$ cat src/hw/mmm_consts.svh
/*
  Multi-precision multiplier constants
  Operand geometry and pipeline depth shared by the RTL and the testbench
*/

`ifndef MMM_CONSTS_SVH
`define MMM_CONSTS_SVH

// Limbs per operand
`define MMM_NUM_LIMBS 4

// Bits per limb
`define MMM_LIMB_W 16

// Register stages from acceptance to response without stalls
`define MMM_PIPE_DEPTH 3

`endif

$ cat src/hw/mmm_pkg.sv
/*
  Multi-precision multiplier types
  Opcode enum and the packed structs carried between the pipeline stages
*/

`include "mmm_consts.svh"

package mmm_pkg;

  // Operation select
  typedef enum logic [1:0] {
    OP_LO  = 2'd0,
    OP_HI  = 2'd1,
    OP_SQR = 2'd2
  } mul_op_e;

  // Request from the host, each operand packed limb 0 first at bit 0
  typedef struct packed {
    mul_op_e                                  op;
    logic [`MMM_NUM_LIMBS*`MMM_LIMB_W-1:0]   a;
    logic [`MMM_NUM_LIMBS*`MMM_LIMB_W-1:0]   b;
    logic [`MMM_NUM_LIMBS*`MMM_LIMB_W-1:0]   add;
  } mul_req_t;

  // One lane result, a_i times all of b, not yet shifted into place
  typedef struct packed {
    logic [(`MMM_NUM_LIMBS+1)*`MMM_LIMB_W-1:0] dat;
  } row_prod_t;

  // Response, selected limbs sit in the lower half for OP_LO and OP_HI
  typedef struct packed {
    mul_op_e                                  op;
    logic [2*`MMM_NUM_LIMBS*`MMM_LIMB_W-1:0] dat;
  } mul_rsp_t;

endpackage

$ cat src/hw/row_multiplier.sv
/*
  Row multiplier lane
  Multiplies one limb of a by every limb of b and merges the limb
  products into a single row value of NUM_LIMBS+1 limbs. The request
  travels beside the row as a side copy.
*/

`timescale 1ns/100ps

`include "mmm_consts.svh"

module row_multiplier (
  input  logic                                    i_clk,
  input  logic                                    i_rst_n,
  input  logic                                    i_advance,
  input  logic                                    i_val,
  input  logic [`MMM_LIMB_W-1:0]                  i_a_limb,
  input  logic [`MMM_NUM_LIMBS*`MMM_LIMB_W-1:0]   i_b,
  input  mmm_pkg::mul_req_t                       i_side,
  output logic                                    o_val,
  output mmm_pkg::row_prod_t                      o_row,
  output mmm_pkg::mul_req_t                       o_side
);

  localparam int N = `MMM_NUM_LIMBS;
  localparam int W = `MMM_LIMB_W;

  logic [2*W-1:0]     prod [N];
  logic [(N+1)*W-1:0] row_d;
  logic [W:0]         limb_sum;
  logic               carry;

  // Limb products
  always_comb begin
    for (int j = 0; j < N; j++) begin
      prod[j] = i_a_limb * i_b[j*W +: W];
    end
  end

  // High half of product j-1 lands on the low half of product j
  always_comb begin
    carry       = 1'b0;
    limb_sum    = '0;
    row_d       = '0;
    row_d[W-1:0] = prod[0][W-1:0];
    for (int j = 1; j < N; j++) begin
      limb_sum = {1'b0, prod[j-1][2*W-1:W]} + {1'b0, prod[j][W-1:0]} +
                 {{W{1'b0}}, carry};
      row_d[j*W +: W] = limb_sum[W-1:0];
      carry           = limb_sum[W];
    end
    // Top limb cannot overflow since a_i * b < 2^((N+1)*W)
    row_d[N*W +: W] = prod[N-1][2*W-1:W] + {{(W-1){1'b0}}, carry};
  end

  always_ff @(posedge i_clk) begin
    if (!i_rst_n) begin
      o_val <= 1'b0;
    end else if (i_advance) begin
      o_val <= i_val;
    end
  end

  // Row and side payload
  always_ff @(posedge i_clk) begin
    if (i_advance && i_val) begin
      o_row.dat <= row_d;
      o_side    <= i_side;
    end
  end

endmodule

$ cat config.mk
export PLATFORM = sky130hd
export DESIGN_NAME = row_multiplier
export DESIGN_NICKNAME = d
export VERILOG_FILES = /design/src/hw/mmm_pkg.sv /design/src/hw/row_multiplier.sv
export VERILOG_INCLUDE_DIRS = /design/src /design/src/hw
export SDC_FILE = /design/constraint.sdc
export NUM_CORES = 2
export LEC_CHECK = 0
export ABC_AREA = 1
export BUFFER_PORTS_ARGS = -buffer_cell sky130_fd_sc_hd__buf_2
export CORE_ASPECT_RATIO = 0.75
export CORE_MARGIN = 10
export CORE_UTILIZATION = 43
export CTS_CLUSTER_DIAMETER = 50
export DETAILED_ROUTE_END_ITERATION = 16
export PLACE_DENSITY = 0.74
export SETUP_SLACK_MARGIN = 0.05
export SLEW_MARGIN = 20
export SYNTH_ARGS = -nofsm -noshare
export SYNTH_HDL_FRONTEND = slang
export SYNTH_SLANG_ARGS = --single-unit
$ cat constraint.sdc
create_clock -name i_clk -period 19.85 [get_ports i_clk]
set_input_delay 4.9625 -clock i_clk [delete_from_list [all_inputs] [get_ports i_clk]]
set_output_delay 4.9625 -clock i_clk [all_outputs]
set_load 0.03 [all_outputs]
# After elaboration in Yosys (flattened, before gate mapping)

Index checks and enable logic that the tools add are counted.

Flip-flop bits (word level): 275
Input port bits: 278
Output and inout bits: 275
Logic and storage cells: 17

Add/subtract/negate cells: 6
Multiply operators: 4
Reductions and logical operators: 1

Operators by type and width:

| cell                         | count |
|---|---|
| multiplier 16 x 16 -> 32 bit | 4 |
| adder 16 x 16 -> 17 bit      | 3 |
| adder 17 x 1 -> 17 bit       | 2 |
| adder 16 x 1 -> 16 bit       | 1 |
| logical AND 1 bit            | 1 |

# Longest topological paths before layout

Depth in word-level cells: 5
Depth in mapped cells: 57
Mapped depth without buffers: 55

# Worst setup path before layout

Ideal clock, no wire load.

Kind: input-to-reg
Start point: input i_a_limb[7]
End point: register o_row[74] (netlist bit), data pin
Setup time: 258 ps
Arrival time: 14787 ps
Required time: 19592 ps
Slack: 4805 ps
Stages on the path: 53
Buffers on the path: 2
Cell sequence: clkbuf_1 > clkbuf_1 > nand2_1 > fa_1 > inv_1 > fa_1 > inv_1 > fa_1 > inv_1 > fa_1 > fa_1 > inv_1 > fa_1 > inv_1 > ha_1 > a21o_1 > a31oi_1 > nand2_1 > [... 17 more ...] > nand2_1 > o2111ai_1 > fa_1 > inv_1 > fa_1 > o21ai_1 > a21oi_1 > o21ai_2 > nand2_1 > o2111ai_1 > ha_1 > ha_1 > nand3_1 > nor2_4 > nand2_2 > nor2_4 > nand2_2 > xor2_1

Longest elaborated chain between the ends: 5
Elaborated cells on any way between the ends: 10
Those cells by class: add/sub (6); mul (4)

Ends and longest elaborated chain:

| item                                 | RTL line             | text |
|---|---|---|
| start, declared                      | row_multiplier.sv:17 | `` input logic [`MMM_LIMB_W-1:0] i_a_limb, `` |
| multiplier 16 x 16 -> 32 bit         | row_multiplier.sv:36 | `prod[j] = i_a_limb * i_b[j*W +: W];` |
| adder 16 x 16 -> 17 bit              | row_multiplier.sv:47 | `limb_sum = {1'b0, prod[j-1][2*W-1:W]} + {1'b0, prod[j][W-1:0]} +` |
| adder 17 x 1 -> 17 bit (2 in series) | row_multiplier.sv:47 |  |
| adder 16 x 1 -> 16 bit (*)           | row_multiplier.sv:53 | `row_d[N*W +: W] = prod[N-1][2*W-1:W] + {{(W-1){1'b0}}, carry};` |
| via row_d[74]                        | row_multiplier.sv:29 | `logic [(N+1)*W-1:0] row_d;` |
| end, declared                        | row_multiplier.sv:21 | `output mmm_pkg::row_prod_t o_row,` |

The timed path passes the listed nets; every way through them passes the cells marked *.
A chain may end at the register's enable or synchronous reset.

# Final worst setup path

Start point: input i_a_limb[10]
End point: register o_row[78] (netlist bit), data pin

Same word-level chain as after synthesis.

==> reports/results.ini <==
[status]
run_status = finished, final reports clean

[timing]
relSlewSlack = 0.316
final_hold_viol_count = 0
rsz0062_at_grt = false
skew_ps = 0
fin_setup_tns_ps = 0
period_share = 0.840
fmaxAchievable_ghz = 0.0600
finalSetupViolCount = 0
period_needed_ps = 16670
worst_slew_pin_slew_ps = 1030
final_max_slew_viol_count = 0

[finish]
nets = 7383
drive_above_1_share = 0.117
fillers = 10000
syn2layout_area_growth_pct = 10.9

[grt]
grt_antenna_before_repair = 41
grt_max_degree = 97
grtUsageTotal = 0.229
grt_pass1_vias = 38300
grt_pass1_wl_um = 218000
gr-total-overflow = 0

[logic_synthesis]
ys_seq_area_frac = 0.178
syn_nets = 7012
synth_edf_count = 274
syn-cell-area_sq_um = 46300
netlist.area_leader.share = 0.338
yosysWarnings = 0
ys_async_sr_fraction = 0
ys.flop_type = edfxtp_1
synthCells = 5489
ys_top_cells_by_area = fa_1 34%, edfxtp_1 18%, ha_1 13%
syn_avg_cell_area_sq_um = 8.43
synth_seq_cells = 275
yosys.area.top_type = fa_1
synth_cell_types = 41

[worst_setup_path]
required_ps = 20130
crit_path_top_delay_cell = buf_4
ff2ff_path_depth = 2
criticalPathCategory = in -> reg
reg2reg_to = o_val
cp_max_fo = 41
path_common_cell = fa_1
worstPathArrival_ps = 16950
crit_path_max_incr_delay_ps = 620
cp-end-kind = flip-flop
startpoint_type = input pin
r2r_slack_ps = 19230
regToRegStartpoint = o_val

[clock_network]
clockBufferDepth = 3
cts_tree = done
numCtsBuffers = 34
clockRootBuffer = clkbuf_16
cts_sinks = 275
holdBufCountCts = 0
post_cts_buffers = 0
clkTransAtPathRegs_ps = 60
cts_resized = 0
worstSkewPairLatency_ps = 560
htreeDepth = 2

[worst_hold_path]
hold_class = reg -> reg
holdPathEnd = o_val
min_path_cells = 2
hold_start = o_val

[flow_run]
maxCapViolCount = 0

[placement]
gp_congestion = 0.912
numPortBuffers = 552
place_hpwl_um = 114000

[drt]
vias_per_cell = 5.01
wl_per_cell_um = 19.0
dr.pass1.iters = 5
first_iter_violations = 2898
wl_um = 139000
drc = 0
ant_nets = 0
vias = 36700

[die]
initial_core_util = 0.432
core_region_area_sq_um = 107000
die_h_um = 304
num_rows = 104
die-width_um = 399
io-pin-count = 553
fp.dieArea_sq_um = 121000

## area by class of cell
class	instances	area [sq um]	area share
multi-input combinational	3435	31400	0.611
sequential	275	8250	0.161
clock inverter	26	309	0.00602
tap	1431	1790	0.0349
clock buffer	36	880	0.0171
antenna	12	30.0	0.000585
timing repair buffer	575	2940	0.0572
inverter	1539	5780	0.113
## synth_stat cells (2+ instances only)
cell and number:
inv_1 1536, nand2_1 1450, fa_1 781, ha_1 464, edfxtp_1 274, clkbuf_1 215
a21oi_1 150, nor2_1 128, xor2_1 98, nand3_1 72, o21ai_0 60, xnor2_1 53
nand4_1 27, buf_1 25, nand2_2 22, a31oi_1 17, nor3_1 15, o21bai_1 10
a21o_1 9, nor2_2 9, nor2_4 7, nand3_2 6, o21a_1 6, a211oi_1 5
a21boi_1 5, nand3b_1 5, o2111ai_1 5, o211ai_1 5, o21ai_1 5, o21ai_2 4
inv_2 3, nand3b_2 3, nor4_1 3, a21boi_0 2, nand2_4 2, o21bai_2 2
o31ai_1 2
## worst max-delay path, delay by kind of cell
kind	cells	cell delay (ps)
AOI/OAI and AO/OA	14	2840
adders and majority gates	14	5700
buffers and inverters	8	1450
and+or+nand+nor	18	1920
## placed cells by master (no fill, tap or decap), types with 60 or more instances in the layout
cell / instances
o21ai_0: 60
ha_1: 464
nor2_1: 128
a21oi_1: 150
fa_1: 781
inv_1: 1535
buf_2: 552
nand2_1: 1450
edfxtp_1: 274
nand3_1: 72
xor2_1: 98
## registers in the layout (all words and copies together) (netlist names)
register and flops:
o_side 194, o_row 80, o_val 1
## layer usage
metal	global-route usage	up-vias	share of wire
li1	-	16800	-
met1	0.296	17900	0.40
met2	0.371	1706	0.46
met3	0.0646	248	0.11
met4	0.0654	34	0.030
met5	0	-	0.0015
## kinds of logic after synthesis
| logic type | after synthesis | share of synthesized area |
|---|---|---|
| adders and majority gates | 1245 | 0.463 |
| AOI/OAI and AO/OA | 287 | 0.0349 |
| xor gates and xnor gates | 151 | 0.0286 |
| buffers and inverters | 1779 | 0.144 |
| DFF | 275 | 0.178 |
| and+or+nand+nor | 1752 | 0.151 |
## worst max-delay path by stage
| stage | end | slack, ps | start |
|---|---|---|---|
| after floorplan | o_row[74] | 4800 | i_a_limb[7] |
| after global placement | o_row[78] | 2900 | i_a_limb[10] |
| after detailed placement | o_row[74] | 2680 | i_a_limb[10] |
| after CTS | o_row[78] | 3250 | i_a_limb[10] |
| after global routing | o_row[78] | 2350 | i_a_limb[10] |
| final | o_row[78] | 3180 | i_a_limb[10] |
## stage by stage
stage	instances	utilization	area [sq um]	hold WS [ps]	setup slack, ps
after floorplan	5489	-	46300	593	4800
after global placement	7255	0.468	50100	458	2900
after detailed placement	7255	0.468	50100	479	2680
after CTS	7317	0.479	51300	494	3250
after global routing	7327	0.479	51300	515	2350
final	7329	0.479	51300	492	3180
Power is not shown: default switching activity piles up to over one toggle a cycle in this logic, so the estimate is an artifact.
