File: config.mk
export PLATFORM = sky130hd
export DESIGN_NAME = operand_dispatch
export DESIGN_NICKNAME = d
export VERILOG_FILES = /design/src/hw/mmm_pkg.sv /design/src/hw/operand_dispatch.sv
export VERILOG_INCLUDE_DIRS = /design/src /design/src/hw
export SDC_FILE = /design/constraint.sdc
export NUM_CORES = 1
export LEC_CHECK = 0
export BUFFER_PORTS_ARGS = -buffer_cell sky130_fd_sc_hd__buf_2
export CAP_MARGIN = 20
export CORE_AREA = 3 3 150 152
export CTS_CLUSTER_SIZE = 24
export DETAILED_ROUTE_END_ITERATION = 6
export DIE_AREA = 0 0 153 155
export GPL_ROUTABILITY_DRIVEN = 0
export HOLD_SLACK_MARGIN = 0.15
export PLACE_DENSITY_LB_ADDON = 0.3
export SETUP_SLACK_MARGIN = 0.5
export SYNTH_ARGS = -nofsm -noshare
export SYNTH_HDL_FRONTEND = slang
export SYNTH_SLANG_ARGS = --single-unit
File: constraint.sdc
create_clock -name i_clk -period 15.5 [get_ports i_clk]
set_clock_uncertainty 0.2 [all_clocks]
set_input_delay 2.325 -clock i_clk [delete_from_list [all_inputs] [get_ports i_clk]]
set_output_delay 2.325 -clock i_clk [all_outputs]
set_load 0.02 [all_outputs]
File: src/hw/mmm_consts.svh
/*
  Multi-precision multiplier constants
  Operand geometry and pipeline depth shared by the RTL and the testbench
*/

`ifndef MMM_CONSTS_SVH
`define MMM_CONSTS_SVH

// Limbs per operand
`define MMM_NUM_LIMBS 4

// Bits per limb
`define MMM_LIMB_W 16

// Register stages from acceptance to response without stalls
`define MMM_PIPE_DEPTH 3

`endif

File: src/hw/mmm_pkg.sv
/*
  Multi-precision multiplier types
  Opcode enum and the packed structs carried between the pipeline stages
*/

`include "mmm_consts.svh"

package mmm_pkg;

  // Operation select
  typedef enum logic [1:0] {
    OP_LO  = 2'd0,
    OP_HI  = 2'd1,
    OP_SQR = 2'd2
  } mul_op_e;

  // Request from the host, each operand packed limb 0 first at bit 0
  typedef struct packed {
    mul_op_e                                  op;
    logic [`MMM_NUM_LIMBS*`MMM_LIMB_W-1:0]   a;
    logic [`MMM_NUM_LIMBS*`MMM_LIMB_W-1:0]   b;
    logic [`MMM_NUM_LIMBS*`MMM_LIMB_W-1:0]   add;
  } mul_req_t;

  // One lane result, a_i times all of b, not yet shifted into place
  typedef struct packed {
    logic [(`MMM_NUM_LIMBS+1)*`MMM_LIMB_W-1:0] dat;
  } row_prod_t;

  // Response, selected limbs sit in the lower half for OP_LO and OP_HI
  typedef struct packed {
    mul_op_e                                  op;
    logic [2*`MMM_NUM_LIMBS*`MMM_LIMB_W-1:0] dat;
  } mul_rsp_t;

endpackage

File: src/hw/operand_dispatch.sv
/*
  Operand dispatcher
  Accepts multiply requests and registers the operands broadcast to the
  row lanes. Squares have b replaced by a here so that the lanes never
  need to decode the opcode.
*/

`timescale 1ns/100ps

module operand_dispatch (
  input  logic              i_clk,
  input  logic              i_rst_n,
  input  logic              i_val,
  input  mmm_pkg::mul_req_t i_req,
  input  logic              i_advance,
  output logic              o_ready,
  output logic              o_val,
  output mmm_pkg::mul_req_t o_req
);

  mmm_pkg::mul_req_t req_d;
  logic              accept;

  // Pipeline moves as a whole, so readiness is just the advance enable
  assign o_ready = i_advance;
  assign accept  = i_val && i_advance;

  // Square mode reuses a as the second operand
  always_comb begin
    req_d = i_req;
    if (i_req.op == mmm_pkg::OP_SQR) begin
      req_d.b = i_req.a;
    end
  end

  // Stage valid
  always_ff @(posedge i_clk) begin
    if (!i_rst_n) begin
      o_val <= 1'b0;
    end else if (i_advance) begin
      o_val <= i_val;
    end
  end

  // Operand register, only loaded on a real transfer
  always_ff @(posedge i_clk) begin
    if (accept) begin
      o_req <= req_d;
    end
  end

  // Host must only send one of the defined operations
  a_op_legal : assert property (
    @(posedge i_clk) disable iff (!i_rst_n)
    accept |-> (i_req.op inside {mmm_pkg::OP_LO, mmm_pkg::OP_HI, mmm_pkg::OP_SQR})
  ) else $error("operand_dispatch: illegal opcode %0d accepted", i_req.op);

  // A held request may not change until it is taken
  a_req_hold : assert property (
    @(posedge i_clk) disable iff (!i_rst_n)
    (i_val && !i_advance) |=> (i_val && $stable(i_req))
  ) else $error("operand_dispatch: request changed while stalled");

endmodule

# == After elaboration in Yosys (flattened, before gate mapping) ==
# Cells that the tools add are included.
# totals
word_cells,8
output_inout_bits,196
input_bits,198
regBits,195
# op_classes
n_reduce_logical,1
muxes,1
eq_ne,1
# ops
cell,count
2-to-1 mux 64 bit,1
== test 2 bit (second input constant),1
logical AND 1 bit,1

# == Longest topological paths before layout ==
# depth
depth_word,2
depth_mapped,4
depth_no_buf,2

# == Worst setup path before layout ==
# OpenSTA, ideal clock, no wires.
# synth_timing
path_type,input-to-reg
start,in i_val
end,reg o_req[0] (netlist name) (enable)
required_ns,14.722
setup_slack_ns,7.977
stages,1
arrival_time_ns,6.745
setup_ns,0.578
n_path_buf,0
path_cell_list,and2_1
# synth_between
elab_chain_cells,1
# synth_lines
item,line_no,source
start: declaration,operand_dispatch.sv:13,"input logic i_val,"
logical AND 1 bit,operand_dispatch.sv:26,assign accept = i_val && i_advance;
end signal: assignment,operand_dispatch.sv:48,o_req <= req_d;
end: declaration,operand_dispatch.sv:18,output mmm_pkg::mul_req_t o_req
# No other way between the ends.
# A chain may end at the register's enable or synchronous reset.

# == Final worst setup path ==
# layout_timing
start,in i_advance
end,out o_ready
# layout_rtl
item,line_no,source
start: declaration,operand_dispatch.sv:15,"input logic i_advance,"
end: declaration,operand_dispatch.sv:16,"output logic o_ready,"
# No word-level cell between the ends.

==> results_tabular.tex <==
\begin{tabular}{lr}
\hline
Metric & Value \\
\hline
\multicolumn{2}{l}{\textbf{Power}} \\
Overall Power & around 1.2 mW \\
Worst supply voltage drop on vdd & 0.0612 mV \\
Internal power & 894 uW \\
Proportion of power drawn by flip-flops and latches & 0.528 \\
Switching part of the total power & 0.252 \\
Clock network power share & 0.347 \\
Static leakage & between 4 and 5 nW \\
Share of power burned in combinational logic & 0.125 \\
PwrDens & 123 nW/um2 \\
Power spent charging and discharging nets & 301 uW \\
\multicolumn{2}{l}{\textbf{Global routing}} \\
Number of global-route vias before repair & 4,454 \\
Total overflow reported by the global router & 0 \\
First-pass GRT wire length & 25,800 um \\
Pin count of the biggest net entering global routing & 88 \\
Antenna violations before repair & 1 \\
Global Route Usage Sum & 0.142 \\
\multicolumn{2}{l}{\textbf{Worst setup path}} \\
Required time at the worst-slack endpoint & 12.98 ns \\
Startpoint kind of the worst setup timing path & input port \\
Data arrival, critical path & 2.59 ns \\
Slowest cell on the critical path & sky130\_fd\_sc\_hd\_\_buf\_2 \\
Maximum fanout count along the critical path & 3 \\
Classification of the worst setup path & in2out \\
Gate family responsible for the most delay along the worst path & buffers and inverters \\
Count of buffer and inverter cells on the critical path & 2 \\
CP dominant cell by count & sky130\_fd\_sc\_hd\_\_buf\_2 \\
Cells along the critical path & buf\_2 -> buf\_2 \\
Delay of the slowest critical-path stage & about 0.15 ns \\
Critical path endpoint category & output port \\
\multicolumn{2}{l}{\textbf{Yosys}} \\
Number of synthesized register bits & 195 \\
Top cells by area in the synthesized netlist & sky130\_fd\_sc\_hd\_\_edfxtp\_1, sky130\_fd\_sc\_hd\_\_mux2\_4, sky130\_fd\_sc\_hd\_\_buf\_12, sky130\_fd\_sc\_hd\_\_mux2\_2, sky130\_fd\_sc\_hd\_\_dfxtp\_1 \\
Fraction of post-synthesis cell area in the top cell type by area & 0.835 \\
Synthesized area divided by synthesized cell count & 25.7 um2 \\
Sequential area share after synthesis & 0.838 \\
Count of different cell masters after synthesis & 10 \\
Post-synthesis cell type with the largest combined area & sky130\_fd\_sc\_hd\_\_edfxtp\_1 \\
Post-synthesis net count & roughly 470 \\
Synthesis warning total & 0 \\
Cells after Synth & 271 \\
Combined area of all synthesized cells & 6970 um2 \\
\multicolumn{2}{l}{\textbf{Clock tree}} \\
CTS H-tree lvls & 4 \\
TritonCTS clock tree & done \\
Count of clock tree sinks & 195 \\
Clk Latency, worst-skew pair & 0.42 ns \\
Number of buffers on the longest clock path & 2 \\
CTS Hold Bufs & 0 \\
Total clock buffers created by CTS & 17 \\
CTS Root Buffer Type & sky130\_fd\_sc\_hd\_\_clkbuf\_16 \\
CTS clock-pin slew for the worst setup and hold paths & 0.07 ns \\
Total setup buffers inserted after CTS & 0 \\
Post-cts sizing count & 0 \\
\multicolumn{2}{l}{\textbf{Detailed routing}} \\
Total wire length after detailed routing & 17,600 um \\
Routed wire length per instance & about 18 um \\
Drt first pass iters & 4 \\
DRT antenna net count & 0 \\
Vias post-DR & roughly 4,200 \\
Detailed-route vias per instance & 4.37 \\
DR iter-0 viols & approximately 210 \\
Remaining routing DRC violations & 0 \\
\multicolumn{2}{l}{\textbf{Timing}} \\
Highest clock frequency the design can meet & 0.195 GHz \\
Endpoints failing hold & 0 \\
Setup repair after global routing missed its margin & no \\
Pins over their slew limit & 0 \\
Actual slew at the worst max-slew pin & 1.03 ns \\
Normalized max-slew margin & 0.311 \\
Share of the clock period used by the worst path & 0.330 \\
Total Neg Setup Slack & 0 ns \\
Tmin final & 5.12 ns \\
Endpoints failing setup & 0 \\
\multicolumn{2}{l}{\textbf{Final layout}} \\
Non-filler cells, final & 967 \\
Diodes inserted & 0 \\
Most common cell after layout, fill and taps aside & sky130\_fd\_sc\_hd\_\_buf\_2 \\
Post-synthesis to final-layout area growth & 39.8\% \\
Commonest cells after routing, fill and taps aside & sky130\_fd\_sc\_hd\_\_buf\_2, sky130\_fd\_sc\_hd\_\_edfxtp\_1, sky130\_fd\_sc\_hd\_\_mux2\_4, sky130\_fd\_sc\_hd\_\_clkbuf\_16 \\
Share of cells above drive strength 1 & 0.712 \\
Nets & 878 \\
\multicolumn{2}{l}{\textbf{Floorplanning}} \\
Number of core rows & 53 \\
Die boundary width & 153 um \\
Full die area & 23,700 um2 \\
Floorplan core area & 21,200 um2 \\
Initial core utilization & 0.330 \\
Number of placed I/O pins & 394 \\
Die Y & 155 um \\
\multicolumn{2}{l}{\textbf{Flow run}} \\
MaxCap Viol Count & 0 \\
\multicolumn{2}{l}{\textbf{Placement}} \\
Inst Count DP & 935 \\
PortBufs & 393 \\
Final HPWL DP & 13,400 um \\
\multicolumn{2}{l}{\textbf{Outcome}} \\
Outcome & completed \\
\multicolumn{2}{l}{\textbf{Worst hold path}} \\
Min-delay worst type & reg2reg \\
\hline
\end{tabular}
[flip-flops by register name, summed over array words and instances, names as in the netlist]
name,count
o_req,194
o_val,1
[cell type report]
class / instances / area, um2
Fill cell: 1886 / 11400
Sequential cell: 195 / 5850
Multi-Input combinational cell: 68 / 982
Clock buffer: 18 / 429
Tap cell: 275 / 344
Timing Repair Buffer: 398 / 2020
Clock inverter: 13 / 121
[kinds of logic (layout without fill, tap and decap cells)]
kind of cell | Yosys count | in the layout | share of synthesized area
flip-flops | 195 | 195 | 0.838
AO/OA/AOI/OAI | 1 | 1 | 0.00108
multiplexers | 64 | 64 | 0.136
buffers and inverters | 8 | 429 | 0.0212
AND/OR/NAND/NOR | 3 | 3 | 0.00377
[Yosys cell counts]
library cell and n:
sky130_fd_sc_hd__mux2_4 60, sky130_fd_sc_hd__o21a_1 1, sky130_fd_sc_hd__and2_1 1, sky130_fd_sc_hd__dfxtp_1 1, sky130_fd_sc_hd__nor2b_4 1, sky130_fd_sc_hd__nor2b_1 1
sky130_fd_sc_hd__buf_12 7, sky130_fd_sc_hd__buf_4 1, sky130_fd_sc_hd__edfxtp_1 194, sky130_fd_sc_hd__mux2_2 4
[per-stage QoR]
| stage | setup slack (ns) | hold slack [ns] | instance area [um2] | utilization |
|---|---|---|---|---|
| after CTS | 10.38 | 0.485 | 9720 | 0.459 |
| after floorplan | 7.98 | 0.494 | 6970 | - |
| after global routing | 10.37 | 0.506 | 9750 | 0.461 |
| after detailed placement | 10.38 | 0.470 | 9170 | 0.433 |
| final | 10.38 | 0.482 | 9750 | 0.461 |
| after global placement | 10.39 | 0.420 | 9170 | 0.433 |
[power by group through the flow]
stage | clock, mW | sequential (mW) | combinational, mW
after CTS | 0.428 | 0.631 | 0.151
after floorplan | 0 | 0.694 | 0.0363
final | 0.414 | 0.630 | 0.150
after global placement | 0 | 0.642 | 0.148
after detailed placement | 0 | 0.643 | 0.151
after global routing | 0.450 | 0.634 | 0.159
[worst paths after layout]
kind              from       to  slack (ns)  depth (start not counted)
max          i_advance  o_ready       10.38                          2
min              o_val    o_val        0.48                          2
max reg2reg      o_val    o_val       14.56                          2
min reg2reg      o_val    o_val        0.48                          2
[metal layers]
metal / vias to the layer above / share of wire / GRT usage
met3: 20 / 0.093 / 0.0590
met5: - / 0.00074 / 0
met2: 244 / 0.51 / 0.244
met4: 2 / 0.022 / 0.0492
met1: 2061 / 0.37 / 0.160
li1: 1902 / - / -
No activity file was read; power rests on OpenSTA's default activity.
