<file path="config.mk">
export PLATFORM = sky130hd
export DESIGN_NAME = column_accumulator
export DESIGN_NICKNAME = d
export VERILOG_FILES = /design/src/hw/mmm_pkg.sv /design/src/hw/column_accumulator.sv
export VERILOG_INCLUDE_DIRS = /design/src /design/src/hw
export SDC_FILE = /design/constraint.sdc
export NUM_CORES = 1
export LEC_CHECK = 0
export BUFFER_PORTS_ARGS = -buffer_cell sky130_fd_sc_hd__clkbuf_2
export CORE_AREA = 3 3 251 253
export DETAILED_ROUTE_END_ITERATION = 8
export DIE_AREA = 0 0 254 256
export GPL_TIMING_DRIVEN = 0
export PLACE_DENSITY_LB_ADDON = 0.15
export SLEW_MARGIN = 20
export SYNTH_ARGS = -nofsm -noshare
export SYNTH_HDL_FRONTEND = slang
export SYNTH_SLANG_ARGS = --single-unit
</file>
<file path="constraint.sdc">
create_clock -name i_clk -period 4.9 [get_ports i_clk]
set_input_delay 0.245 -clock i_clk [delete_from_list [all_inputs] [get_ports i_clk]]
set_output_delay 0.245 -clock i_clk [all_outputs]
set_load 0.02 [all_outputs]
</file>
<file path="src/hw/mmm_consts.svh">
/*
  Multi-precision multiplier constants
  Operand geometry and pipeline depth shared by the RTL and the testbench
*/

`ifndef MMM_CONSTS_SVH
`define MMM_CONSTS_SVH

// Limbs per operand
`define MMM_NUM_LIMBS 4

// Bits per limb
`define MMM_LIMB_W 16

// Register stages from acceptance to response without stalls
`define MMM_PIPE_DEPTH 3

`endif

</file>
<file path="src/hw/mmm_pkg.sv">
/*
  Multi-precision multiplier types
  Opcode enum and the packed structs carried between the pipeline stages
*/

`include "mmm_consts.svh"

package mmm_pkg;

  // Operation select
  typedef enum logic [1:0] {
    OP_LO  = 2'd0,
    OP_HI  = 2'd1,
    OP_SQR = 2'd2
  } mul_op_e;

  // Request from the host, each operand packed limb 0 first at bit 0
  typedef struct packed {
    mul_op_e                                  op;
    logic [`MMM_NUM_LIMBS*`MMM_LIMB_W-1:0]   a;
    logic [`MMM_NUM_LIMBS*`MMM_LIMB_W-1:0]   b;
    logic [`MMM_NUM_LIMBS*`MMM_LIMB_W-1:0]   add;
  } mul_req_t;

  // One lane result, a_i times all of b, not yet shifted into place
  typedef struct packed {
    logic [(`MMM_NUM_LIMBS+1)*`MMM_LIMB_W-1:0] dat;
  } row_prod_t;

  // Response, selected limbs sit in the lower half for OP_LO and OP_HI
  typedef struct packed {
    mul_op_e                                  op;
    logic [2*`MMM_NUM_LIMBS*`MMM_LIMB_W-1:0] dat;
  } mul_rsp_t;

endpackage

</file>
<file path="src/hw/column_accumulator.sv">
/*
  Column accumulator
  Shifts each lane row into its column position, sums the rows and the
  add term in an adder tree, selects the result limbs by opcode and holds
  the response register under back-pressure. Also generates the advance
  enable for the whole pipeline.
*/

`timescale 1ns/100ps

`include "mmm_consts.svh"

module column_accumulator (
  input  logic                       i_clk,
  input  logic                       i_rst_n,
  input  logic [`MMM_NUM_LIMBS-1:0]  i_val,
  input  mmm_pkg::row_prod_t         i_rows [`MMM_NUM_LIMBS],
  input  mmm_pkg::mul_req_t          i_side,
  input  logic                       i_ready,
  output logic                       o_advance,
  output logic                       o_val,
  output mmm_pkg::mul_rsp_t          o_rsp
);

  localparam int N       = `MMM_NUM_LIMBS;
  localparam int W       = `MMM_LIMB_W;
  localparam int HALF_W  = N*W;
  localparam int FULL_W  = 2*N*W;
  // Rows plus add term, padded up to a power of two
  localparam int TREE_SZ = 1 << $clog2(N+1);

  logic [FULL_W-1:0] tree [TREE_SZ];
  logic [FULL_W-1:0] full_sum;
  logic [FULL_W-1:0] sel_dat;
  logic              row_val;

  // All lanes move in lockstep, lane 0 stands for the stage
  assign row_val = i_val[0];

  // Output slot free or being emptied this cycle
  assign o_advance = !o_val || i_ready;

  // Adder tree over the shifted rows and the add term at bit 0
  always_comb begin
    for (int k = 0; k < TREE_SZ; k++) begin
      tree[k] = '0;
    end
    for (int i = 0; i < N; i++) begin
      tree[i] = FULL_W'(i_rows[i].dat) << (i*W);
    end
    tree[N] = FULL_W'(i_side.add);
    // Pairwise reduction, level by level
    for (int step = 1; step < TREE_SZ; step = step * 2) begin
      for (int k = 0; k + step < TREE_SZ; k = k + 2*step) begin
        tree[k] = tree[k] + tree[k+step];
      end
    end
    full_sum = tree[0];
  end

  // Limb select by opcode
  always_comb begin
    case (i_side.op)
      mmm_pkg::OP_LO: begin
        sel_dat = {{HALF_W{1'b0}}, full_sum[HALF_W-1:0]};
      end
      mmm_pkg::OP_HI: begin
        sel_dat = {{HALF_W{1'b0}}, full_sum[FULL_W-1:HALF_W]};
      end
      default: begin
        sel_dat = full_sum;
      end
    endcase
  end

  always_ff @(posedge i_clk) begin
    if (!i_rst_n) begin
      o_val <= 1'b0;
    end else if (o_advance) begin
      o_val <= row_val;
    end
  end

  // Response payload
  always_ff @(posedge i_clk) begin
    if (o_advance && row_val) begin
      o_rsp.op  <= i_side.op;
      o_rsp.dat <= sel_dat;
    end
  end

  // Stalled response must be held unchanged until it is taken
  a_rsp_stable : assert property (
    @(posedge i_clk) disable iff (!i_rst_n)
    (o_val && !i_ready) |=> (o_val && $stable(o_rsp))
  ) else $error("column_accumulator: response changed while stalled");

  // Lanes share one advance, so their valid bits never diverge
  a_lanes_agree : assert property (
    @(posedge i_clk) disable iff (!i_rst_n)
    (i_val == '0) || (i_val == '1)
  ) else $error("column_accumulator: lane valid bits disagree %b", i_val);

endmodule

</file>
* After elaboration in Yosys (flattened, before gate mapping) *
Cells that the tools add are included.

operators by class
  add/subtract/negate cells = 4
  bitwise gates (word level) = 0
  divide/modulo/power cells = 0
  equal/unequal tests = 1
  reduce and logical (&&, ||, !) cells = 4
  multipliers = 0
  magnitude comparators = 0
  shift operators = 0
  mux-type cells = 1

operators with widths
  cell                  number
  $pmux W128 S2         1
  $add A112 B128 Y128   1
  $add A128 B64 Y128    1
  $add A97 B128 Y128    1
  $add A80 B96 Y97      1
  $eq A2 B1 Y1 const B  1
  $logic_not A2 Y1      1
  $logic_and A1 B1 Y1   1
  $logic_not A1 Y1      1
  $logic_or A1 B1 Y1    1

storage, ports and cells
  register bits after elaboration = 131
  memory bits (read-only) = 0
  word-level logic and storage cells = 13
  latch bits = 0
  output and inout bits = 132
  memories = 0
  memory bits (writable) = 0
  input bits = 521

* Logic depth before layout (Yosys ltp) *
  depth after elaboration = 4
  gate-level depth with buffers = 21
  depth with buffers taken out = 19

* Worst setup path before layout *
No wires, ideal clock.

  kind = input port to flip-flop
  start = input port i_rows[9] in the netlist's numbering
  end = register o_rsp[52] in the netlist's numbering, data pin
  library setup time = 0.266 ns
  path buffers = 1
  setup slack = 0.041 ns
  cell stages on the path = 19
  arrival time = 4.592 ns
  path through = inv_1 fa_1 inv_1 fa_1 inv_1 fa_1 inv_1 ha_1 clkbuf_1 nand4_1 nor3_1 and3_1 and3_1 a221oi_1 a2111o_1 a2111o_1 a21boi_1 xnor2_1 o21ai_0

on the way
  word-level cells in the longest chain between the ends = 4

ends and longest elaborated chain
  element              line                      source
  from (decl)          column_accumulator.sv:17  input mmm_pkg::row_prod_t i_rows [`MMM_NUM_LIMBS],
  $add A112 B128 Y128  column_accumulator.sv:55  tree[k] = tree[k] + tree[k+step];
  $add A97 B128 Y128   column_accumulator.sv:55
  $add A128 B64 Y128   column_accumulator.sv:55
  $pmux W128 S2        column_accumulator.sv:63  case (i_side.op)
  via sel_dat[52]      column_accumulator.sv:34  logic [FULL_W-1:0] sel_dat;
  to (decl)            column_accumulator.sv:22  output mmm_pkg::mul_rsp_t o_rsp

The timed path passes the listed nets, and every way through them passes these cells.
A chain may end at the register's enable or synchronous reset.

* Final worst setup path *
  start = input port i_rows[243] in the netlist's numbering
  end = register o_rsp[53] in the netlist's numbering, data pin

on the way
  word-level cells in the longest chain between the ends = 4

ends and longest elaborated chain
  element             line
  $add A80 B96 Y97    column_accumulator.sv:55
  $add A97 B128 Y128  column_accumulator.sv:55
  $add A128 B64 Y128  column_accumulator.sv:55
  $pmux W128 S2       column_accumulator.sv:63
  via sel_dat[53]     column_accumulator.sv:34

The timed path passes the listed nets, and every way through them passes these cells.

==> results.cfg <==
[placed_design]
pre_cts_ws_ps = -1640
gp_congestion = 0.938
hpwl_um = 68300
place_area_um2 = 22900
portBuffers = 521

[grt]
antenna_found_initial = 3
overflow = 0
grt_first_pass_wirelength_um = 114000
grt_pass1_vias = 18849
track_usage = 0.234
grt_max_degree = 52

[logic_synthesis]
postSynthCellCount = 2183
synth.avg_cell_area_um2 = 8.82
synth_edf_count = 130
synth_nets = 3153
ys_ff_latch = 131
synth_area_leaders = edfxtp_1 20%, ha_1 20%, fa_1 15%
synth.most_common_cell = inv_1
yosysWarningCount = 0
ys_types = 69
ys.flop_type = edfxtp_1
async_flop_share = 0
syn-cell-area_um2 = 19200
synth_top_cell_by_area = edfxtp_1
ys_top_cells_by_count = 354 x inv_1, 304 x ha_1, 208 x a21oi_1
synth_top_cell_area_share = 0.203
synth_seq_area_share = 0.204

[floorplan]
die_w_um = 254
core-area_um2 = 61300
fp.dieH_um = 256
initial_core_util = 0.314
core.rowCount = 91
io_pins = 653
die_area_um2 = 65000

[critical_path]
critPathKind = primary input to register
crit_fanout = 8
critical_path.slowest_cell = o31a_4
critPathTopFamily = compound AO/OA/AOI/OAI gates
end_kind = register
worstPathRequired_ps = 5170
slowest_delay_ps = 430
start_kind = primary input
arrival_ps = 5140
cp_common_cell = ha_1
path_cells = clkbuf_2 > ha_1 > ha_1 > ha_1 > ha_1 > inv_1 > fa_2 > and2b_2 > o2111ai_4 > a2111oi_4 > o21a_2 > o211ai_1 > a31o_4 > a21oi_4 > a31oi_4 > o31a_4 > buf_8 > or3_4 > a31oi_4
critPathBufInv = 3

[cts]
tritoncts = done
htree_levels = 4
clock_sinks = 131
cts.clk_slew.worst_paths_ps = 70
cts_buffers = 17
clock-root-buffer = clkbuf_16
clk-insertion-delay-late_ps = 500
cts_buffer_depth = 2

[sta]
drv_slew = 0
setup_tns_ps = 0
setup_viol = 0
fin_ws_ps = 31.8
worst_pin_slew_ps = 1010
min_period_over_period = 0.994
holdWs_ps = 162
skew_ps = 25.7
slew_headroom = 0.324
hold_viol = 0
grt_setup_unrepaired = yes
fin_crit_ps = 4870
fmax_mhz = 205

[cells_and_area]
finalNetCount = 3723
fin_area_um2 = 24800
area_delta_synth_final_pct = 29.0
fillerInstances = 6273
drive_gt1_frac = 0.287

[pwr]
p_total_mw = 12.1
power.leakage_nw = 12.3
ir_worst_vdd_mv = 0.280
power.density_nw_per_um2 = 486

[detailed_routing]
drt_iter0_drc = 1234
via_per_inst = 5.11
vias = 18182
wl_per_cell_um = 21.8
drt-pass1-iter-count = 7
ant_nets = 0
routed_wl_um = 77500
drc_errors = 0

[flow_run]
drv_cap = 0

[worst_hold_path]
hold_path.class = primary input to register

[run_status]
status = finished clean
flip-flops by register name (all words and copies together), names as in the netlist:
name	cells
o_rsp	130
o_val	1
final timing paths:
check | start | to | slack, ps | cells past startpoint
min | i_rows[78] | o_rsp[126]$_DFFE_PP_ | 160 | 3
max reg2reg | o_val$_SDFFE_PN0N_ | o_rsp[61]$_DFFE_PP_ | 2890 | 4
max | i_rows[243] | o_rsp[53]$_DFFE_PP_ | 30 | 19
min reg2reg | o_val$_SDFFE_PN0N_ | o_rsp[74]$_DFFE_PP_ | 1040 | 2
worst register-to-register path, cell delays in order (launching register included):
cell,delay [ps]
dfxtp_1,310
nand2b_1,100
and2_4,610
buf_16,340
buf_12,280
where the power goes:
part | total, mW | internal (mW) | switching, mW | leakage, nW
clock | 1.41 | 0.773 | 0.637 | 0.292
sequential | 1.87 | 1.73 | 0.139 | 1.28
combinational | 8.79 | 3.21 | 5.58 | 10.7
layout make-up:
class	instances	area, µm²	area share
antenna	1	2.50	0.000101
inverter	354	1330	0.0535
sequential	131	3920	0.158
clock inverter	15	188	0.00756
timing repair buffer	580	3110	0.125
multi-input combinational	1624	14700	0.590
tap	790	988	0.0398
clock buffer	17	425	0.0171
buffer	45	213	0.00856
cell usage in the layout, fill, tap and decap left out, types with 16 or more instances in the layout:
master     synthesis  routed
ha_4               0      33
a21oi_1          208     199
inv_1            354     348
nor2_1           131     118
mux2_2            16      16
and2_1            58      56
ha_2               0      18
xnor2_1           68      62
fa_1             145     142
a21o_1            58      58
clkbuf_1          64      35
o21bai_1          35      35
o21a_1            22      21
nand3_1           29      29
clkbuf_2           1     521
ha_1             304     253
o21ai_0          108      91
buf_4              0      53
xor2_1            43      40
nand4_1           52      52
nand2_1          151     140
edfxtp_1         130     130
clkbuf_16          0      17
cell families after synthesis:
| group | count (synthesis) | synth area share |
|---|---|---|
| compound gates | 535 | 0.174 |
| simple gates | 509 | 0.127 |
| fa+ha+maj | 449 | 0.348 |
| buf+inv | 428 | 0.0843 |
| flops | 131 | 0.204 |
| xor+xnor | 111 | 0.0505 |
| mux | 20 | 0.0114 |
metal layers:
metal | up-vias | track usage | share of wire | wire, µm
met1 | 8854 | 0.314 | 0.44 | 33900
li1 | 8641 | - | - | -
met4 | 0 | 0.0591 | 0.024 | 1860
met3 | 79 | 0.0459 | 0.070 | 5450
met2 | 608 | 0.387 | 0.47 | 36300
met5 | - | 0 | 0 | 0
repair_timing:
action                                  in CTS  in global routing
pin swaps                                   10                 64
endpoints found under the hold margin        3                  0
resized for setup                           83                139
setup buffers                                6                 47
endpoints found under the setup margin      67                 68
hold buffers                                 4                  0
stage by stage:
stage	utilization	instances
after global placement	0.373	3494
after global routing	0.405	3556
after detailed placement	0.374	3496
after CTS	0.390	3520
after floorplan	-	2183
final	0.406	3557
Power figures use the tool's default switching activity.
